===== src/rtl/vidPkg.sv =====
// video timing constants, control register layout, shared vector types and sequencer states
`default_nettype none

package vidPkg;

    // pixel and line counters
    typedef logic [9:0] hCountT;
    typedef logic [8:0] vCountT;

    // cpu address and fetch address share one width
    typedef logic [15:0] cpuAddrT;
    // one vram chip is 32K deep
    typedef logic [14:0] vramAddrT;
    typedef logic [7:0] byteT;
    // one RGBI pixel, bit 3 is red and bit 0 is intensity
    typedef logic [3:0] rgbiT;

    // 640x400 at 70 Hz from a 25.175 MHz pixel clock
    localparam hCountT hVis   = 10'd640;
    localparam hCountT hFront = 10'd16;
    localparam hCountT hSync  = 10'd96;
    localparam hCountT hBack  = 10'd48;
    localparam hCountT hTotal = hVis + hFront + hSync + hBack;

    // vertical timing in lines
    localparam vCountT vVis   = 9'd400;
    localparam vCountT vFront = 9'd12;
    localparam vCountT vSync  = 9'd2;
    localparam vCountT vBack  = 9'd35;
    localparam vCountT vTotal = vVis + vFront + vSync + vBack;

    // clocks from a fetch slot to the first pixel of that byte
    // hsync is moved by the same amount so the picture stays centred
    localparam hCountT fetchLag = 10'd2;

    // control register sits at the top of the cpu window
    localparam cpuAddrT regAddr = 16'hFFFF;

    // control register bit positions
    // bits 1, 2, 6 and 7 read back as ones
    localparam int regBlankBit  = 0;
    localparam int regGrayBit   = 3;
    localparam int regHBlankBit = 4;
    localparam int regVBlankBit = 5;

    // vram sequencer states
    // seqCpuRead is the single clock with the read strobe out
    // seqAckHold keeps the acknowledge until the cpu drops its data strobe
    typedef enum logic [1:0] {
        seqIdle,
        seqCpuRead,
        seqAckHold
    } seqStateT;

endpackage

`default_nettype wire


===== src/rtl/pixelSerializer.sv =====
// serializes fetched bytes into RGBI pixels in 4bpp or 2bpp gray mode, with blanking
`default_nettype none

module pixelSerializer (
    input  wire logic           pixClk,
    input  wire logic           nReset,
    input  wire vidPkg::hCountT hCount,
    input  wire logic           hActive,
    input  wire logic           vActive,
    input  wire vidPkg::byteT   fetchByte,
    input  wire logic           grayMode,
    input  wire logic           blank,
    output vidPkg::rgbiT        vidOut
);

    logic           inWindow;
    vidPkg::rgbiT   pix;
    logic [1:0]     grayPair;

    // visible window trails the fetch window by fetchLag clocks
    // so it runs a little past the end of hActive
    assign inWindow = vActive &&
                      (hActive ? (hCount >= vidPkg::fetchLag) :
                                 (hCount < vidPkg::hVis + vidPkg::fetchLag));

    // a byte is current from phase 2 through phase 1 of the next group
    always_comb begin
        case (hCount[1:0])
            2'd2: grayPair = fetchByte[7:6];
            2'd3: grayPair = fetchByte[5:4];
            2'd0: grayPair = fetchByte[3:2];
            default: grayPair = fetchByte[1:0];
        endcase
        if (grayMode) begin
            // high bit drives R, G and B, low bit is intensity
            pix = {grayPair[1], grayPair[1], grayPair[1], grayPair[0]};
        end else if (hCount[1]) begin
            // upper nibble for the first two clocks
            pix = fetchByte[7:4];
        end else begin
            pix = fetchByte[3:0];
        end
    end

    // one clock of output register
    always_ff @(posedge pixClk or negedge nReset) begin
        if (!nReset) begin
            vidOut <= '0;
        end else if (!inWindow || blank) begin
            vidOut <= '0;
        end else begin
            vidOut <= pix;
        end
    end

endmodule

`default_nettype wire


===== src/rtl/vidGen.sv =====
// video generator top level joining timing, vram sequencer and pixel serializer
`default_nettype none

module vidGen (
    input  wire logic             pixClk,
    input  wire logic             nReset,
    // cpu bus
    input  wire logic             nCpuCe,
    input  wire logic             nCpuDs,
    input  wire logic             cpuRnW,
    input  wire vidPkg::cpuAddrT  cpuAddr,
    input  wire vidPkg::byteT     cpuWrData,
    output wire vidPkg::byteT     cpuRdData,
    output wire logic             cpuRdEn,
    output wire logic             nCpuDsAck,
    // vram bus
    output wire vidPkg::vramAddrT vramAddr,
    output wire vidPkg::byteT     vramWrData,
    output wire logic             vramDataOe,
    output wire logic             nVramCe0,
    output wire logic             nVramCe1,
    output wire logic             nVramRd,
    output wire logic             nVramWr,
    input  wire vidPkg::byteT     vramRdData,
    // video out
    output wire vidPkg::rgbiT     vidOut,
    output wire logic             vidH,
    output wire logic             vidV
);

    wire vidPkg::hCountT hCount;
    wire logic           hActive;
    wire logic           vActive;
    wire vidPkg::byteT   fetchByte;
    wire logic           grayMode;
    wire logic           blank;

    // the line counter only feeds the sync and window decode inside timing
    vidTiming uTiming (
        .pixClk  (pixClk),
        .nReset  (nReset),
        .hCount  (hCount),
        .vCount  (),
        .hActive (hActive),
        .vActive (vActive),
        .vidH    (vidH),
        .vidV    (vidV)
    );

    vramSequencer uSeq (
        .pixClk     (pixClk),
        .nReset     (nReset),
        .hCount     (hCount),
        .hActive    (hActive),
        .vActive    (vActive),
        .nCpuCe     (nCpuCe),
        .nCpuDs     (nCpuDs),
        .cpuRnW     (cpuRnW),
        .cpuAddr    (cpuAddr),
        .cpuWrData  (cpuWrData),
        .vramRdData (vramRdData),
        .cpuRdData  (cpuRdData),
        .cpuRdEn    (cpuRdEn),
        .nCpuDsAck  (nCpuDsAck),
        .vramAddr   (vramAddr),
        .vramWrData (vramWrData),
        .vramDataOe (vramDataOe),
        .nVramCe0   (nVramCe0),
        .nVramCe1   (nVramCe1),
        .nVramRd    (nVramRd),
        .nVramWr    (nVramWr),
        .fetchByte  (fetchByte),
        .grayMode   (grayMode),
        .blank      (blank)
    );

    pixelSerializer uSer (
        .pixClk    (pixClk),
        .nReset    (nReset),
        .hCount    (hCount),
        .hActive   (hActive),
        .vActive   (vActive),
        .fetchByte (fetchByte),
        .grayMode  (grayMode),
        .blank     (blank),
        .vidOut    (vidOut)
    );

endmodule

`default_nettype wire


===== src/rtl/vidTiming.sv =====
// pixel and line counters, registered sync outputs and active window decode
`default_nettype none

module vidTiming (
    input  wire logic         pixClk,
    input  wire logic         nReset,
    output vidPkg::hCountT    hCount,
    output vidPkg::vCountT    vCount,
    output logic              hActive,
    output logic              vActive,
    output logic              vidH,
    output logic              vidV
);

    // last pixel of the line
    logic hWrap;
    // last line of the frame
    logic vWrap;

    assign hWrap = (hCount == vidPkg::hTotal - 10'd1);
    assign vWrap = (vCount == vidPkg::vTotal - 9'd1);

    // pixel counter steps every clock, line counter on each wrap
    always_ff @(posedge pixClk or negedge nReset) begin
        if (!nReset) begin
            hCount <= '0;
            vCount <= '0;
        end else begin
            if (hWrap) begin
                hCount <= '0;
                if (vWrap) begin
                    vCount <= '0;
                end else begin
                    vCount <= vCount + 9'd1;
                end
            end else begin
                hCount <= hCount + 10'd1;
            end
        end
    end

    // active window decoded here once
    // sequencer and serializer both take these flags
    assign hActive = (hCount < vidPkg::hVis);
    assign vActive = (vCount < vidPkg::vVis);

    // hsync is active low
    // pulse start is pushed out by fetchLag to match the pixel pipeline,
    // and the output register adds one more clock on top of that
    always_ff @(posedge pixClk or negedge nReset) begin
        if (!nReset) begin
            vidH <= 1'b1;
        end else begin
            if ((hCount >= vidPkg::hVis + vidPkg::hFront + vidPkg::fetchLag) &&
                (hCount < vidPkg::hVis + vidPkg::hFront + vidPkg::fetchLag + vidPkg::hSync)) begin
                vidH <= 1'b0;
            end else begin
                vidH <= 1'b1;
            end
        end
    end

    // vsync is active high, two lines after the front porch
    always_ff @(posedge pixClk or negedge nReset) begin
        if (!nReset) begin
            vidV <= 1'b0;
        end else begin
            if ((vCount >= vidPkg::vVis + vidPkg::vFront) &&
                (vCount < vidPkg::vVis + vidPkg::vFront + vidPkg::vSync)) begin
                vidV <= 1'b1;
            end else begin
                vidV <= 1'b0;
            end
        end
    end

endmodule

`default_nettype wire


===== src/rtl/vramSequencer.sv =====
// vram fetch address counter, cpu/video arbitration, control register and cpu acknowledge
`default_nettype none

module vramSequencer (
    input  wire logic           pixClk,
    input  wire logic           nReset,
    input  wire vidPkg::hCountT hCount,
    input  wire logic           hActive,
    input  wire logic           vActive,
    input  wire logic           nCpuCe,
    input  wire logic           nCpuDs,
    input  wire logic           cpuRnW,
    input  wire vidPkg::cpuAddrT cpuAddr,
    input  wire vidPkg::byteT   cpuWrData,
    input  wire vidPkg::byteT   vramRdData,
    output vidPkg::byteT        cpuRdData,
    output logic                cpuRdEn,
    output logic                nCpuDsAck,
    output vidPkg::vramAddrT    vramAddr,
    output vidPkg::byteT        vramWrData,
    output logic                vramDataOe,
    output logic                nVramCe0,
    output logic                nVramCe1,
    output logic                nVramRd,
    output logic                nVramWr,
    output vidPkg::byteT        fetchByte,
    output logic                grayMode,
    output logic                blank
);

    vidPkg::seqStateT state;
    // next byte of the frame to fetch
    vidPkg::cpuAddrT  fetchAddr;
    // a fetch strobe is on the bus this clock
    logic             fetchPending;
    // the cycle being acknowledged is a read
    logic             rdAck;

    logic             fetchSlot;
    logic             cpuReq;
    logic             regHit;
    logic             readOk;
    logic             takeReg;
    logic             takeWrite;
    logic             takeRead;
    logic             ackNow;
    vidPkg::byteT     regRdData;

    // phase 0 of every active group of four belongs to the video fetch
    assign fetchSlot = hActive && vActive && (hCount[1:0] == 2'd0);

    // cpu asks for a cycle with both strobes low
    assign cpuReq = !nCpuCe && !nCpuDs;
    assign regHit = (cpuAddr == vidPkg::regAddr);

    // a read needs two clocks before the next fetch slot
    // during active video only phases 1 and 2 leave room for that,
    // in blanking anything short of the last two clocks of the line will do
    always_comb begin
        if (hActive && vActive) begin
            readOk = (hCount[1:0] == 2'd1) || (hCount[1:0] == 2'd2);
        end else begin
            readOk = (hCount < vidPkg::hTotal - 10'd2);
        end
    end

    // requests are only taken from idle
    // so a held strobe cannot start the same cycle a second time
    assign takeReg   = (state == vidPkg::seqIdle) && cpuReq && !fetchSlot && regHit;
    assign takeWrite = (state == vidPkg::seqIdle) && cpuReq && !fetchSlot && !regHit && !cpuRnW;
    assign takeRead  = (state == vidPkg::seqIdle) && cpuReq && !fetchSlot && !regHit && cpuRnW &&
                       readOk;

    // sequencer state
    always_ff @(posedge pixClk or negedge nReset) begin
        if (!nReset) begin
            state <= vidPkg::seqIdle;
            rdAck <= 1'b0;
        end else begin
            case (state)
                vidPkg::seqIdle: begin
                    if (takeRead) begin
                        state <= vidPkg::seqCpuRead;
                        rdAck <= 1'b1;
                    end else if (takeReg || takeWrite) begin
                        state <= vidPkg::seqAckHold;
                        rdAck <= cpuRnW;
                    end
                end
                // read data is captured at the end of this clock
                vidPkg::seqCpuRead: begin
                    state <= vidPkg::seqAckHold;
                end
                // wait for the cpu to end its cycle
                vidPkg::seqAckHold: begin
                    if (nCpuDs) begin
                        state <= vidPkg::seqIdle;
                        rdAck <= 1'b0;
                    end
                end
                default: begin
                    state <= vidPkg::seqIdle;
                end
            endcase
        end
    end

    // acknowledge drops as soon as the cpu releases its strobes
    assign ackNow    = (state == vidPkg::seqAckHold) && cpuReq;
    assign nCpuDsAck = !ackNow;
    assign cpuRdEn   = ackNow && rdAck;

    // fetch address walks the frame and restarts during vertical blanking
    always_ff @(posedge pixClk or negedge nReset) begin
        if (!nReset) begin
            fetchAddr    <= '0;
            fetchPending <= 1'b0;
        end else begin
            fetchPending <= fetchSlot;
            if (fetchSlot) begin
                fetchAddr <= fetchAddr + 16'd1;
            end else if (!vActive) begin
                fetchAddr <= '0;
            end
        end
    end

    // vram strobes for the next clock
    // the bus is idle unless a fetch or a cpu vram cycle claims it
    always_ff @(posedge pixClk or negedge nReset) begin
        if (!nReset) begin
            nVramCe0   <= 1'b1;
            nVramCe1   <= 1'b1;
            nVramRd    <= 1'b1;
            nVramWr    <= 1'b1;
            vramDataOe <= 1'b0;
        end else begin
            nVramCe0   <= 1'b1;
            nVramCe1   <= 1'b1;
            nVramRd    <= 1'b1;
            nVramWr    <= 1'b1;
            vramDataOe <= 1'b0;
            if (fetchSlot) begin
                // address bit 15 picks the chip
                nVramCe0 <= fetchAddr[15];
                nVramCe1 <= !fetchAddr[15];
                nVramRd  <= 1'b0;
            end else if (takeWrite || takeRead) begin
                nVramCe0   <= cpuAddr[15];
                nVramCe1   <= !cpuAddr[15];
                nVramRd    <= !takeRead;
                // write strobe and data enable last exactly one clock
                nVramWr    <= !takeWrite;
                vramDataOe <= takeWrite;
            end
        end
    end

    // address and data payload
    always_ff @(posedge pixClk) begin
        if (fetchSlot) begin
            vramAddr <= fetchAddr[14:0];
        end else begin
            vramAddr <= cpuAddr[14:0];
        end
        if (takeWrite) begin
            vramWrData <= cpuWrData;
        end
        // video byte lands one clock after its read strobe
        if (fetchPending) begin
            fetchByte <= vramRdData;
        end
        if (takeReg && cpuRnW) begin
            cpuRdData <= regRdData;
        end else if (state == vidPkg::seqCpuRead) begin
            cpuRdData <= vramRdData;
        end
    end

    // control register, written on a register write cycle
    always_ff @(posedge pixClk or negedge nReset) begin
        if (!nReset) begin
            blank    <= 1'b0;
            grayMode <= 1'b0;
        end else if (takeReg && !cpuRnW) begin
            blank    <= cpuWrData[vidPkg::regBlankBit];
            grayMode <= cpuWrData[vidPkg::regGrayBit];
        end
    end

    // register read value with live blanking status
    always_comb begin
        // unused bits read as ones
        regRdData = 8'hFF;
        regRdData[vidPkg::regBlankBit]  = blank;
        regRdData[vidPkg::regGrayBit]   = grayMode;
        regRdData[vidPkg::regHBlankBit] = !hActive;
        regRdData[vidPkg::regVBlankBit] = !vActive;
    end

endmodule

`default_nettype wire


===== config.mk =====
export PLATFORM = sky130hd
export DESIGN_NAME = vidGen
export DESIGN_NICKNAME = d
export VERILOG_FILES = /design/src/rtl/vidPkg.sv /design/src/rtl/pixelSerializer.sv /design/src/rtl/vidGen.sv /design/src/rtl/vidTiming.sv /design/src/rtl/vramSequencer.sv
export SDC_FILE = /design/constraint.sdc
export NUM_CORES = 1
export LEC_CHECK = 0
export ABC_AREA = 1
export BUFFER_PORTS_ARGS = -buffer_cell sky130_fd_sc_hd__clkbuf_2
export CELL_PAD_IN_SITES_DETAIL_PLACEMENT = 0
export CELL_PAD_IN_SITES_GLOBAL_PLACEMENT = 2
export CORE_MARGIN = 10
export CORE_UTILIZATION = 29
export DETAILED_ROUTE_END_ITERATION = 12
export PLACE_DENSITY_LB_ADDON = 0.1
export SLEW_MARGIN = 10
export SYNTH_ARGS = -nofsm -noshare
export SYNTH_HDL_FRONTEND = slang
export SYNTH_HIERARCHICAL = 1
export SYNTH_SLANG_ARGS = --single-unit

===== constraint.sdc =====
create_clock -name pixClk -period 2.15 [get_ports pixClk]
set_clock_uncertainty 0.2 [all_clocks]
set_input_delay 0.215 -clock pixClk [delete_from_list [all_inputs] [get_ports pixClk]]
set_output_delay 0.215 -clock pixClk [all_outputs]
set_load 0.01 [all_outputs]

======== Word level (Yosys, flattened, before mapping) ========
Index checks and enable logic that the tools add are counted.
operators by class
  add/subtract/negate cells ............... 3
  $lt $le $gt $ge ......................... 9
  equality and inequality tests ........... 11
  multiplexer cells ....................... 33
  reductions and logical operators ........ 40
operators with widths
  kind                     number
  $lt A10 B10 Y1 const B   4
  $mux W16                 2
  $lt A9 B9 Y1 const B     2
  $logic_and A1 B1 Y1      17
  $mux W1                  17
  $add A16 B1 Y16 const B  1
  $eq A16 B16 Y1 const B   1
  $mux W15                 1
  $logic_not A1 Y1         13
  $mux W4                  3
  $mux W6                  2
  $pmux W2 S3              2
  $add A10 B1 Y10 const B  1
  $eq A10 B10 Y1 const B   1
  $ge A10 B10 Y1 const B   1
  $ge A10 B2 Y1 const B    1
  $mux W10                 1
  $add A9 B1 Y9 const B    1
  $eq A9 B9 Y1 const B     1
  $ge A9 B9 Y1 const B     1
  $mux W9                  1
  $eq A2 B2 Y1 const B     3
  $mux W2                  3
  $eq A2 B1 Y1 const B     2
  8 further kinds          14
word-level totals
  register bits after elaboration ......... 91

======== Longest topological paths before layout ========
Gate-level depths: netlist of the first run.
  word-level depth ........................ 11
  depth in mapped cells ................... 13
  gate-level depth less buffers ........... 13

======== By module ========
Netlist of the first run, hierarchy kept.
by module, submodules not included
  module           times used  cells each  area an instance (µm²)  sequential area each (µm²)
  vramSequencer    1           280         2708.8                  1661.6
  vidTiming        1           152         1167.4                  526.8
  pixelSerializer  1           64          347.8                   100.1

======== Worst setup path before layout of the first run ========
No wires, ideal clock.
  kind .................................... flip-flop to flip-flop
  from .................................... reg uTiming.vCount[5]
  to ...................................... reg uSeq.cpuRdData[4] (data pin)
  library setup time ...................... 254 ps
  arrival time ............................ 1783 ps
  data required time ...................... 1696 ps
  slack ................................... -87 ps
  cell stages (with the launch flop) ...... 12
  buffers on the path ..................... 0
  period minus slack after synthesis ...... 2237 ps
  cell sequence ........................... dfrtp_1 nor2_1 inv_1 o21ai_0 nand2_1 inv_2 nand2_4 nand3_4 inv_2 nand3_1 nor2_1 a21o_1
between the ends
  cells in the longest elaborated chain, start to end .. 8
ends and longest elaborated chain
  item                               RTL line              text
  start: declaration                 vidTiming.sv:8        output vidPkg::vCountT vCount,
  start signal: assignment           vidTiming.sv:34       vCount <= vCount + 9'd1;
  $lt A9 B9 Y1                       vidTiming.sv:45       assign vActive = (vCount < vidPkg::vVis);
  via vActive                        vidGen.sv:33          wire logic vActive;
  $logic_and A1 B1 Y1 (2 in series)  vramSequencer.sv:50   assign fetchSlot = hActive && vActive && (hCount[1:0] == 2'd0);
  $logic_not A1 Y1                   vramSequencer.sv:69   assign takeReg = (state == vidPkg::seqIdle) && cpuReq && !fetchSlot && regHit;
  $logic_and A1 B1 Y1 (2 in series)  vramSequencer.sv:69
  $logic_and A1 B1 Y1                vramSequencer.sv:173  if (takeReg && cpuRnW) begin
  $mux W6                            vramSequencer.sv:173
  end signal: assignment             vramSequencer.sv:174  cpuRdData <= regRdData;
  end signal: assignment             vramSequencer.sv:176  cpuRdData <= vramRdData;
  end: declaration                   vramSequencer.sv:16   output vidPkg::byteT cpuRdData,
The timed path passes the listed nets, and every way through them passes these cells.
A chain may end at the register's enable or synchronous reset.

======== Final worst setup path of the first run ========
  from .................................... in cpuAddr[1]
  to ...................................... reg uSeq.cpuRdData[0] (enable)
between the ends
  cells in the longest elaborated chain, start to end .. 4
ends and longest elaborated chain
  item                          RTL line              text
  start: declaration            vidGen.sv:11          input wire vidPkg::cpuAddrT cpuAddr,
  $eq A16 B16 Y1                vramSequencer.sv:54   assign regHit = (cpuAddr == vidPkg::regAddr);
  $logic_and A1 B1 Y1           vramSequencer.sv:69
  $logic_and A1 B1 Y1           vramSequencer.sv:173
  $reduce_bool A2 Y1 (no line)  --
Every way passes these cells.

==> run summary, run 1 <==
The run finished with clean final reports. In the routed layout, each cell is associated on average with a via count of 4.44. The number of flops mapped to enable cells by yosys was 20. The number of H-tree levels came out at 3. Measured on the finished design, the core utilization comes to 39.1%. The clock transition at the registers of the reported paths was 0.06 ns. Summing the areas of all fa, ha and maj instances in the mapped netlist gives 1.48% of the synthesized area. The final number of setup-violating endpoints is 0. After synthesis, the mean cell area works out to 8.52 um2. Per report_power, the sequential group accounts for 49.0% of the total. Setup repair after global routing left no endpoint under its margin. Net switching is 23.7% of the power. Combinational group share of total power: 9.3%. The design draws 3.79 mW. The count of antenna diodes in the layout is 0, and the worst setup slack after placement is 0.0877 ns. The placement-stage cell area is 5000 um2. Most common cell in the netlist: nand2_1. The slew at the pin with the worst max-slew slack came out at 0.440 ns.

The floorplan step defined a die boundary enclosing 19800 um2. The area growth from synthesis to layout is 33.6%. For the tightest hold margin, the log shows 0.187 ns. The first global-routing pass estimated 19000 um of wire.

The insertion delay of the later-clocked pin in the worst-skew pair is 0.35 ns, and the number of buffers added for setup after CTS is 0. Sorting the synthesized cells by how often they occur yields 126 x nand2_1, 67 x inv_1, 52 x nor2_1, 47 x dfrtp_1, 36 x nand3_1. Internal power comes to 2.89 mW. Input and output buffers added on the ports amount to 80. The synthesized netlist devotes 26.4% of its cell area to simple gates.

For this design the top-level I/O count stands at 81. The initial utilization of the core area, before any placement, comes to 29.3%. The analysis attributes to net switching a power of 897 uW.

After synthesis, the largest family of logic cells by area is simple AND/OR/NAND/NOR gates. The run gives 3715 as the via count of the first global-routing pass. The maximum clock frequency is 504 MHz. The signal arrival time at the worst endpoint was 1.82 ns; the final critical path time including I/O delays and setup was 1.99 ns.

The total nets after synthesis was 538. In the routed design, unresolved DRC markers number 0. TritonCTS created 9 clock buffers. TritonCTS built the clock tree. The tools report the total count of hold-check failures in the final report as 0. The worst-case vdd ir drop came out at 0.000360 V. Category of the worst setup path launch point: a primary input. In this run the worst hold path is classified as primary input to async pin. For the count of mapped cells out of synthesis, the log shows 496.

Core area: 14400 um2. Along the worst path, the maximum fanout reaches 4. By startpoint and endpoint, the worst setup path is classified as primary input to flop. The initial antenna violation count is 0. The max-slew violation count is 0. The logs give 6 for the number of warnings issued by yosys and 1.99 ns for the worst endpoint required time. In the synthesized netlist the dominant register cell turns out to be dfrtp_1.

The worst reg-to-reg path cell count was 9; the sequential fraction of the synthesis area was 54.2%. The tools report the count of different cell masters after synthesis as 42. The area fraction of the dominant cell type after synthesis was 27.8%; the via count of the routed design was 3668. The share of final-layout standard cells stronger than drive strength 1 came out at 22.6%. Xor and xnor area share after synthesis: 1.04%.

The library cell with the largest summed area after synthesis was dfrtp_1. The tree built by TritonCTS fans out to 91 sinks. For the initial DRC count, the log shows 248.

Entering global routing, the biggest net connects 53 pins. The run gives 4220 um2 as the area of the mapped netlist. Wires add up to 11800 um. The number of nets in the layout was 680; the total global routing track utilization was 12.0%. In this run the horizontal extent of the chip is 141 um.

The share of total power dissipated in the clock network is 41.7%. The final routed wire length divided by cell count was 14.2 um; the maximum root-to-sink buffer count was 2. Final worst setup slack: 0.164 ns.

The logs give 5640 um2 for the final instance area and 0 for the leftover overflow at the end of global routing. The post-detailed-placement half-perimeter wirelength is 8790 um, and the share of the synthesized area in compound gates (AO/OA/AOI/OAI) is 9.00%. The initialized floorplan defines 44 standard-cell rows.

For the post-route non-filler standard cell count, the log shows 827. Share of flip-flops with an asynchronous set or reset: 57.1%. Sorting the synthesized cells by area gives the leading types as dfrtp_1 28%, edfxtp_1 14%, nand2_1 11%, dfxtp_1 9.0%, inv_1 6.0%. The run gives 0 ns as the aggregate negative setup slack. Once detail routing completed, the nets flagged for antenna violations numbered 0. The tightest slew margin relative to the limit is 70.4%. The y dimension of the die was 141 um. For this run, the detailed router's first-pass iteration total came to 4. The cell at the root of the clock tree is clkbuf_16.

The power density relative to cell area was 672 nW/um2; the total instance count after detailed placement was 776. Routability-driven placement finished with a final weighted congestion of 0.759. Number of synthesized register bits: 91. Mux share of post-synthesis cell area: 0.533%. The worst setup path is captured at a flop. Dividing the final minimum period by the clock period gives 92.4%. For this design the static power due to leakage is 2.78 nW. Across the run, the number of max-cap violations was 0.
final cells by class:
type	instances	area, um2
fillers	1497	8780
flip-flops and latches	91	2290
multi-input cells	327	1630
repair buffers	137	941
inverters	72	270
clock buffers	12	236
well taps	184	230
clock inverters	4	51.3
power groups by stage:
stage,logic [mW],registers (mW),clock network [mW]
detailed placement,0.309,1.89,0
finish,0.353,1.86,1.58
CTS,0.362,1.86,1.63
global placement,0.302,1.89,0
floorplan,0.140,1.91,0
global route,0.395,1.86,1.70
state kept, by name, summed over array words and instances (netlist names), 2 cells and up:
register         flops
uTiming/hCount      10
uSeq/fetchAddr      16
uSer/vidOut          4
uSeq/state           2
uSeq/fetchByte       8
uSeq/vramWrData      8
uSeq/vramAddr       15
uSeq/cpuRdData       8
uTiming/vCount       9
path summary, 6_finish.rpt:
| path | endpoint | start | slack [ns] |
|---|---|---|---|
| hold reg to reg | uSeq/cpuRdData[2]$_SDFFE_PP1P_ | uSeq/cpuRdData[2]$_SDFFE_PP1P_ | 0.27 |
| max in group asynchronous | uSeq/nVramRd$_DFF_PN1_ | nReset | 1.22 |
| min in group pixClk | uSeq/state[0]$_DFFE_PN0P_ | nCpuCe | 0.19 |
| hold / removal | uTiming/hCount[5]$_DFF_PN0_ | nReset | 0.19 |
| setup / recovery | uSeq/cpuRdData[0]$_DFFE_PP_ | cpuAddr[1] | 0.16 |
| setup reg to reg | uSeq/cpuRdData[0]$_DFFE_PP_ | uTiming/hCount[9]$_DFF_PN0_ | 0.22 |
kinds of logic (layout without fill, tap and decap cells):
group	count (synthesis)	count (layout)
AOI/OAI and AO/OA	67	67
and+or+nand+nor	248	248
buffers and inverters	78	225
muxes	2	2
adders and majority gates	5	5
xor gates and xnor gates	5	5
DFF	91	91
timing repair:
action	in CTS	in global routing
gates resized for setup	0	1
hold endpoints to repair	96	0
endpoints found under the setup margin	0	8
hold buffers	35	0
cells in the final DEF, fill, tap and decap left out, types with 2 or more instances in the layout:
master	n
xor2_1	5
nor2_4	2
a21oi_1	12
nand3_2	4
a22o_1	3
nor2_2	6
clkbuf_1	3
o21bai_1	3
nand2_2	3
o22ai_1	2
mux2_1	2
buf_12	2
edfxtp_1	20
nor2_1	52
dfrtp_1	47
inv_1	66
nand2_1	126
inv_2	6
o21ai_1	10
clkbuf_2	80
ha_1	5
buf_4	20
dfstp_2	5
nand3_1	36
clkbuf_16	9
dlygate4sd3_1	35
nor3_1	6
o21a_1	2
nand3b_1	3
dfxtp_1	19
o21ai_0	28
nand4_1	5
worst max-delay path, cell delays in order:
cell and delay [ns]:
dlygate4sd3_1 0.54, clkbuf_2 0.12, nand2_1 0.05, nor2_1 0.23
nand2_1 0.10, nor2_2 0.21, nand3_1 0.17, nand2_1 0.19
routing by layer:
| layer | routed length, um | GRT usage (%) | up-vias |
|---|---|---|---|
| li1 | - | - | 1882 |
| met1 | 5200 | 15.1 | 1688 |
| met2 | 5710 | 19.4 | 82 |
| met3 | 614 | 2.49 | 16 |
| met4 | 254 | 5.60 | 0 |
| met5 | 0 | 0 | - |
(Power assumes the default switching activity.)
==> run 2, diff against run 1 <==
--- a/config.mk
+++ b/config.mk
@@ -12,7 +12,7 @@
 export CORE_MARGIN = 10
 export CORE_UTILIZATION = 29
 export DETAILED_ROUTE_END_ITERATION = 12
-export PLACE_DENSITY_LB_ADDON = 0.1
+export PLACE_DENSITY_LB_ADDON = 0.25
 export SLEW_MARGIN = 10
 export SYNTH_ARGS = -nofsm -noshare
 export SYNTH_HDL_FRONTEND = slang
==> run summary, run 2 (synthesized netlist as in run 1, its figures left out) <==
The run finished with clean final reports. For this configuration, the core starts out at a cell density of 29.3%. STA classifies the critical path endpoint as a flop.

Entering global routing, the biggest net connects 53 pins. After floorplanning, the core was divided into 44 placement rows. The signed area change from the synthesized netlist to the final layout is 33.1%. In this run the post-CTS setup repair buffer count came out at 0. The tightest min-delay check is of the primary input to async pin type. Post-route DRC violation count: 0.

The wire-length estimate of the detail-placed layout is 8560 um. The routed design has 11400 um of wire. The worst-case vdd ir drop was 0.000374 V; the power density relative to cell area was 671 nW/um2. The logs give 0.774 for the placer congestion estimate and 91 for the TritonCTS sink count. Dividing the detail-routed via count by the number of cells gives 4.41. The first TritonRoute pass finished after 5 iterations. The largest fanout on the critical path is 4, and the fill cell total of the finished layout is 1480.

The first global-routing pass estimated 19000 um of wire. The tightest slew margin relative to the limit was 71.1%. At the end of the flow, the number of nets in the layout was 678. STA puts the critical path data required time at 2.00 ns. The largest registers in the layout are uSeq/fetchAddr: 16 flops, uSeq/vramAddr: 15 flops, uTiming/hCount: 10 flops. After detailed routing, the wire length on met1 is 5120 um. After detailed routing, the met2 layer carries 5660 um of wire. The floorplan step defined a core boundary enclosing 14400 um2.

The library cell used most frequently in the layout, excluding fill and tap cells, is nand2_1. Setup violations remaining at the end of the flow were counted as 0. The number of max-cap violations was 0; the insertion delay of the later-clocked pin in the worst-skew pair was 0.35 ns. The H-tree was split into 3 levels.

The run gives 188 as the initial DRC count. The run gives 0 as the total count of hold-check failures in the final report. Measured along the y axis, the die boundary spans 141 um.

The number of flip-flops in the largest register works out to 16. Detailed routing inserted a total of 3635 vias. The total area of sequential cells came out at 2290 um2. The clock transition at the registers of the reported paths was 0.06 ns. The tools report the max-slew violation count as 0. No sink is reached through more buffers than the 2 on the longest clock path. In this run, placement finished with an instance count of 774.

Cell at the root of the clock tree: clkbuf_16. In this run the tool buffered the top-level ports with 80 buffer cells. Total global routing track utilization: 11.9%. The tools report the area enclosed by the die boundary as 19800 um2. STA classifies the critical path startpoint as a primary input. The met3 wirelength from detailed routing was 466 um; the signal arrival time at the worst endpoint was 1.82 ns. At the pin with the least slew margin, the transition time is 0.432 ns. The highest layer used for signal routing is met4. Leaving out fill and tap cells, the most frequent cells in the layout are 126 x nand2_1, 80 x clkbuf_2, 66 x inv_1. For this run, the top clock speed supported by timing is 508 MHz. After layout, the worst path uses 91.6% of the clock period.

For the initial antenna violation count, the log shows 0. The chip width was 141 um; the leakage dissipation was 2.76 nW. The run gives 0 as the leftover overflow at the end of global routing. The aggregate negative setup slack was 0 ns.

Cells with a size suffix above 1 make up 22.5% of the layout. The post-route non-filler standard cell count was 825; the final routed wire length divided by cell count was 13.8 um. The via count of the first global-routing pass was 3804. Setup repair after global routing left no endpoint under its margin. Class of the most critical setup path: primary input to flop.

The repair_antennas step left the layout with diodes totalling 0. The tools report the remaining antenna violation count after routing as 0. The logs give 81 for the number of top-level pins and 1630 um2 for the footprint of the multi-input gates.

TritonCTS built the clock tree. After layout, the minimum clock period comes to 1.97 ns. CTS buffer count: 9. More flip-flops sit in one register than any other, and that register is uSeq/fetchAddr.
==> run 2: cell count changes in the layout (fill, tap and decap cells not counted), sizes merged <==
cell / change
clkbuf: -2
clkinv: +2
buf: -2
clkinvlp: +1
inv: -1
==> run 2: critical path: stages <==
cell	delay (ns)
dlygate4sd3_1	0.54
clkbuf_2	0.12
nand2_1	0.05
nor2_1	0.19
nand2_1	0.09
nor2_2	0.23
nand3_1	0.18
nand2_1	0.20
==> run 2: path summary, 6_finish.rpt <==
kind | from | end | slack (ns) | depth (start not counted)
min in group pixClk | nCpuCe | uSeq/state[0]$_DFFE_PN0P_ | 0.20 | 6
worst max register to register | uTiming/hCount[9]$_DFF_PN0_ | uSeq/fetchAddr[5]$_DFFE_PN0P_ | 0.21 | 9
worst max-delay path | cpuAddr[1] | uSeq/cpuRdData[4]$_DFFE_PP_ | 0.18 | 8
max in group asynchronous | nReset | uSeq/nVramRd$_DFF_PN1_ | 1.24 | 3
worst min register to register | uSeq/rdAck$_DFFE_PN0P_ | uSeq/rdAck$_DFFE_PN0P_ | 0.27 | 2
worst min-delay path | nReset | uTiming/hCount[2]$_DFF_PN0_ | 0.20 | 3
==> run 2: metrics by stage <==
step	worst slack, ns	util (%)	instance area [um2]	power (mW)	hold slack (ns)
6_report	0.180	39.0	5620	3.77	0.197
3_3_place_gp	0.173	34.5	4980	2.20	0.0457
4_1_cts	0.0997	38.9	5610	3.85	0.199
3_5_place_dp	0.120	34.5	4980	2.20	0.0484
5_1_grt	0.00657	39.0	5620	3.95	0.245
2_1_floorplan	0.0900	-	4220	2.05	-0.281
==> run 2: layout make-up <==
| class | instances | share of cell area, % |
|---|---|---|
| repair buffers | 135 | 16.3 |
| clock inverters | 6 | 1.02 |
| inverters | 72 | 4.81 |
| well taps | 184 | 4.09 |
| multi-input cells | 327 | 29.0 |
| flip-flops and latches | 91 | 40.7 |
| clock buffers | 10 | 4.07 |
==> run 2: timing repair <==
item,CTS,global route
endpoints found under the setup margin,0,11
resized for setup,0,3
hold endpoints to repair,95,0
hold buffers,35,0
==> run 2: power breakdown <==
part           internal, mW  leakage, nW  switching [mW]  total [mW]
Clock                 0.892        0.135           0.672        1.56
Combinational         0.166         1.60           0.187       0.352
Sequential             1.82         1.02          0.0360        1.86
Total                  2.88         2.76           0.894        3.77
==> run 2: layer usage <==
| metal | vias up | GRT usage, % |
|---|---|---|
| met5 | - | 0 |
| li1 | 1875 | - |
| met1 | 1683 | 14.2 |
| met4 | 0 | 4.08 |
| met3 | 11 | 3.09 |
| met2 | 66 | 20.1 |
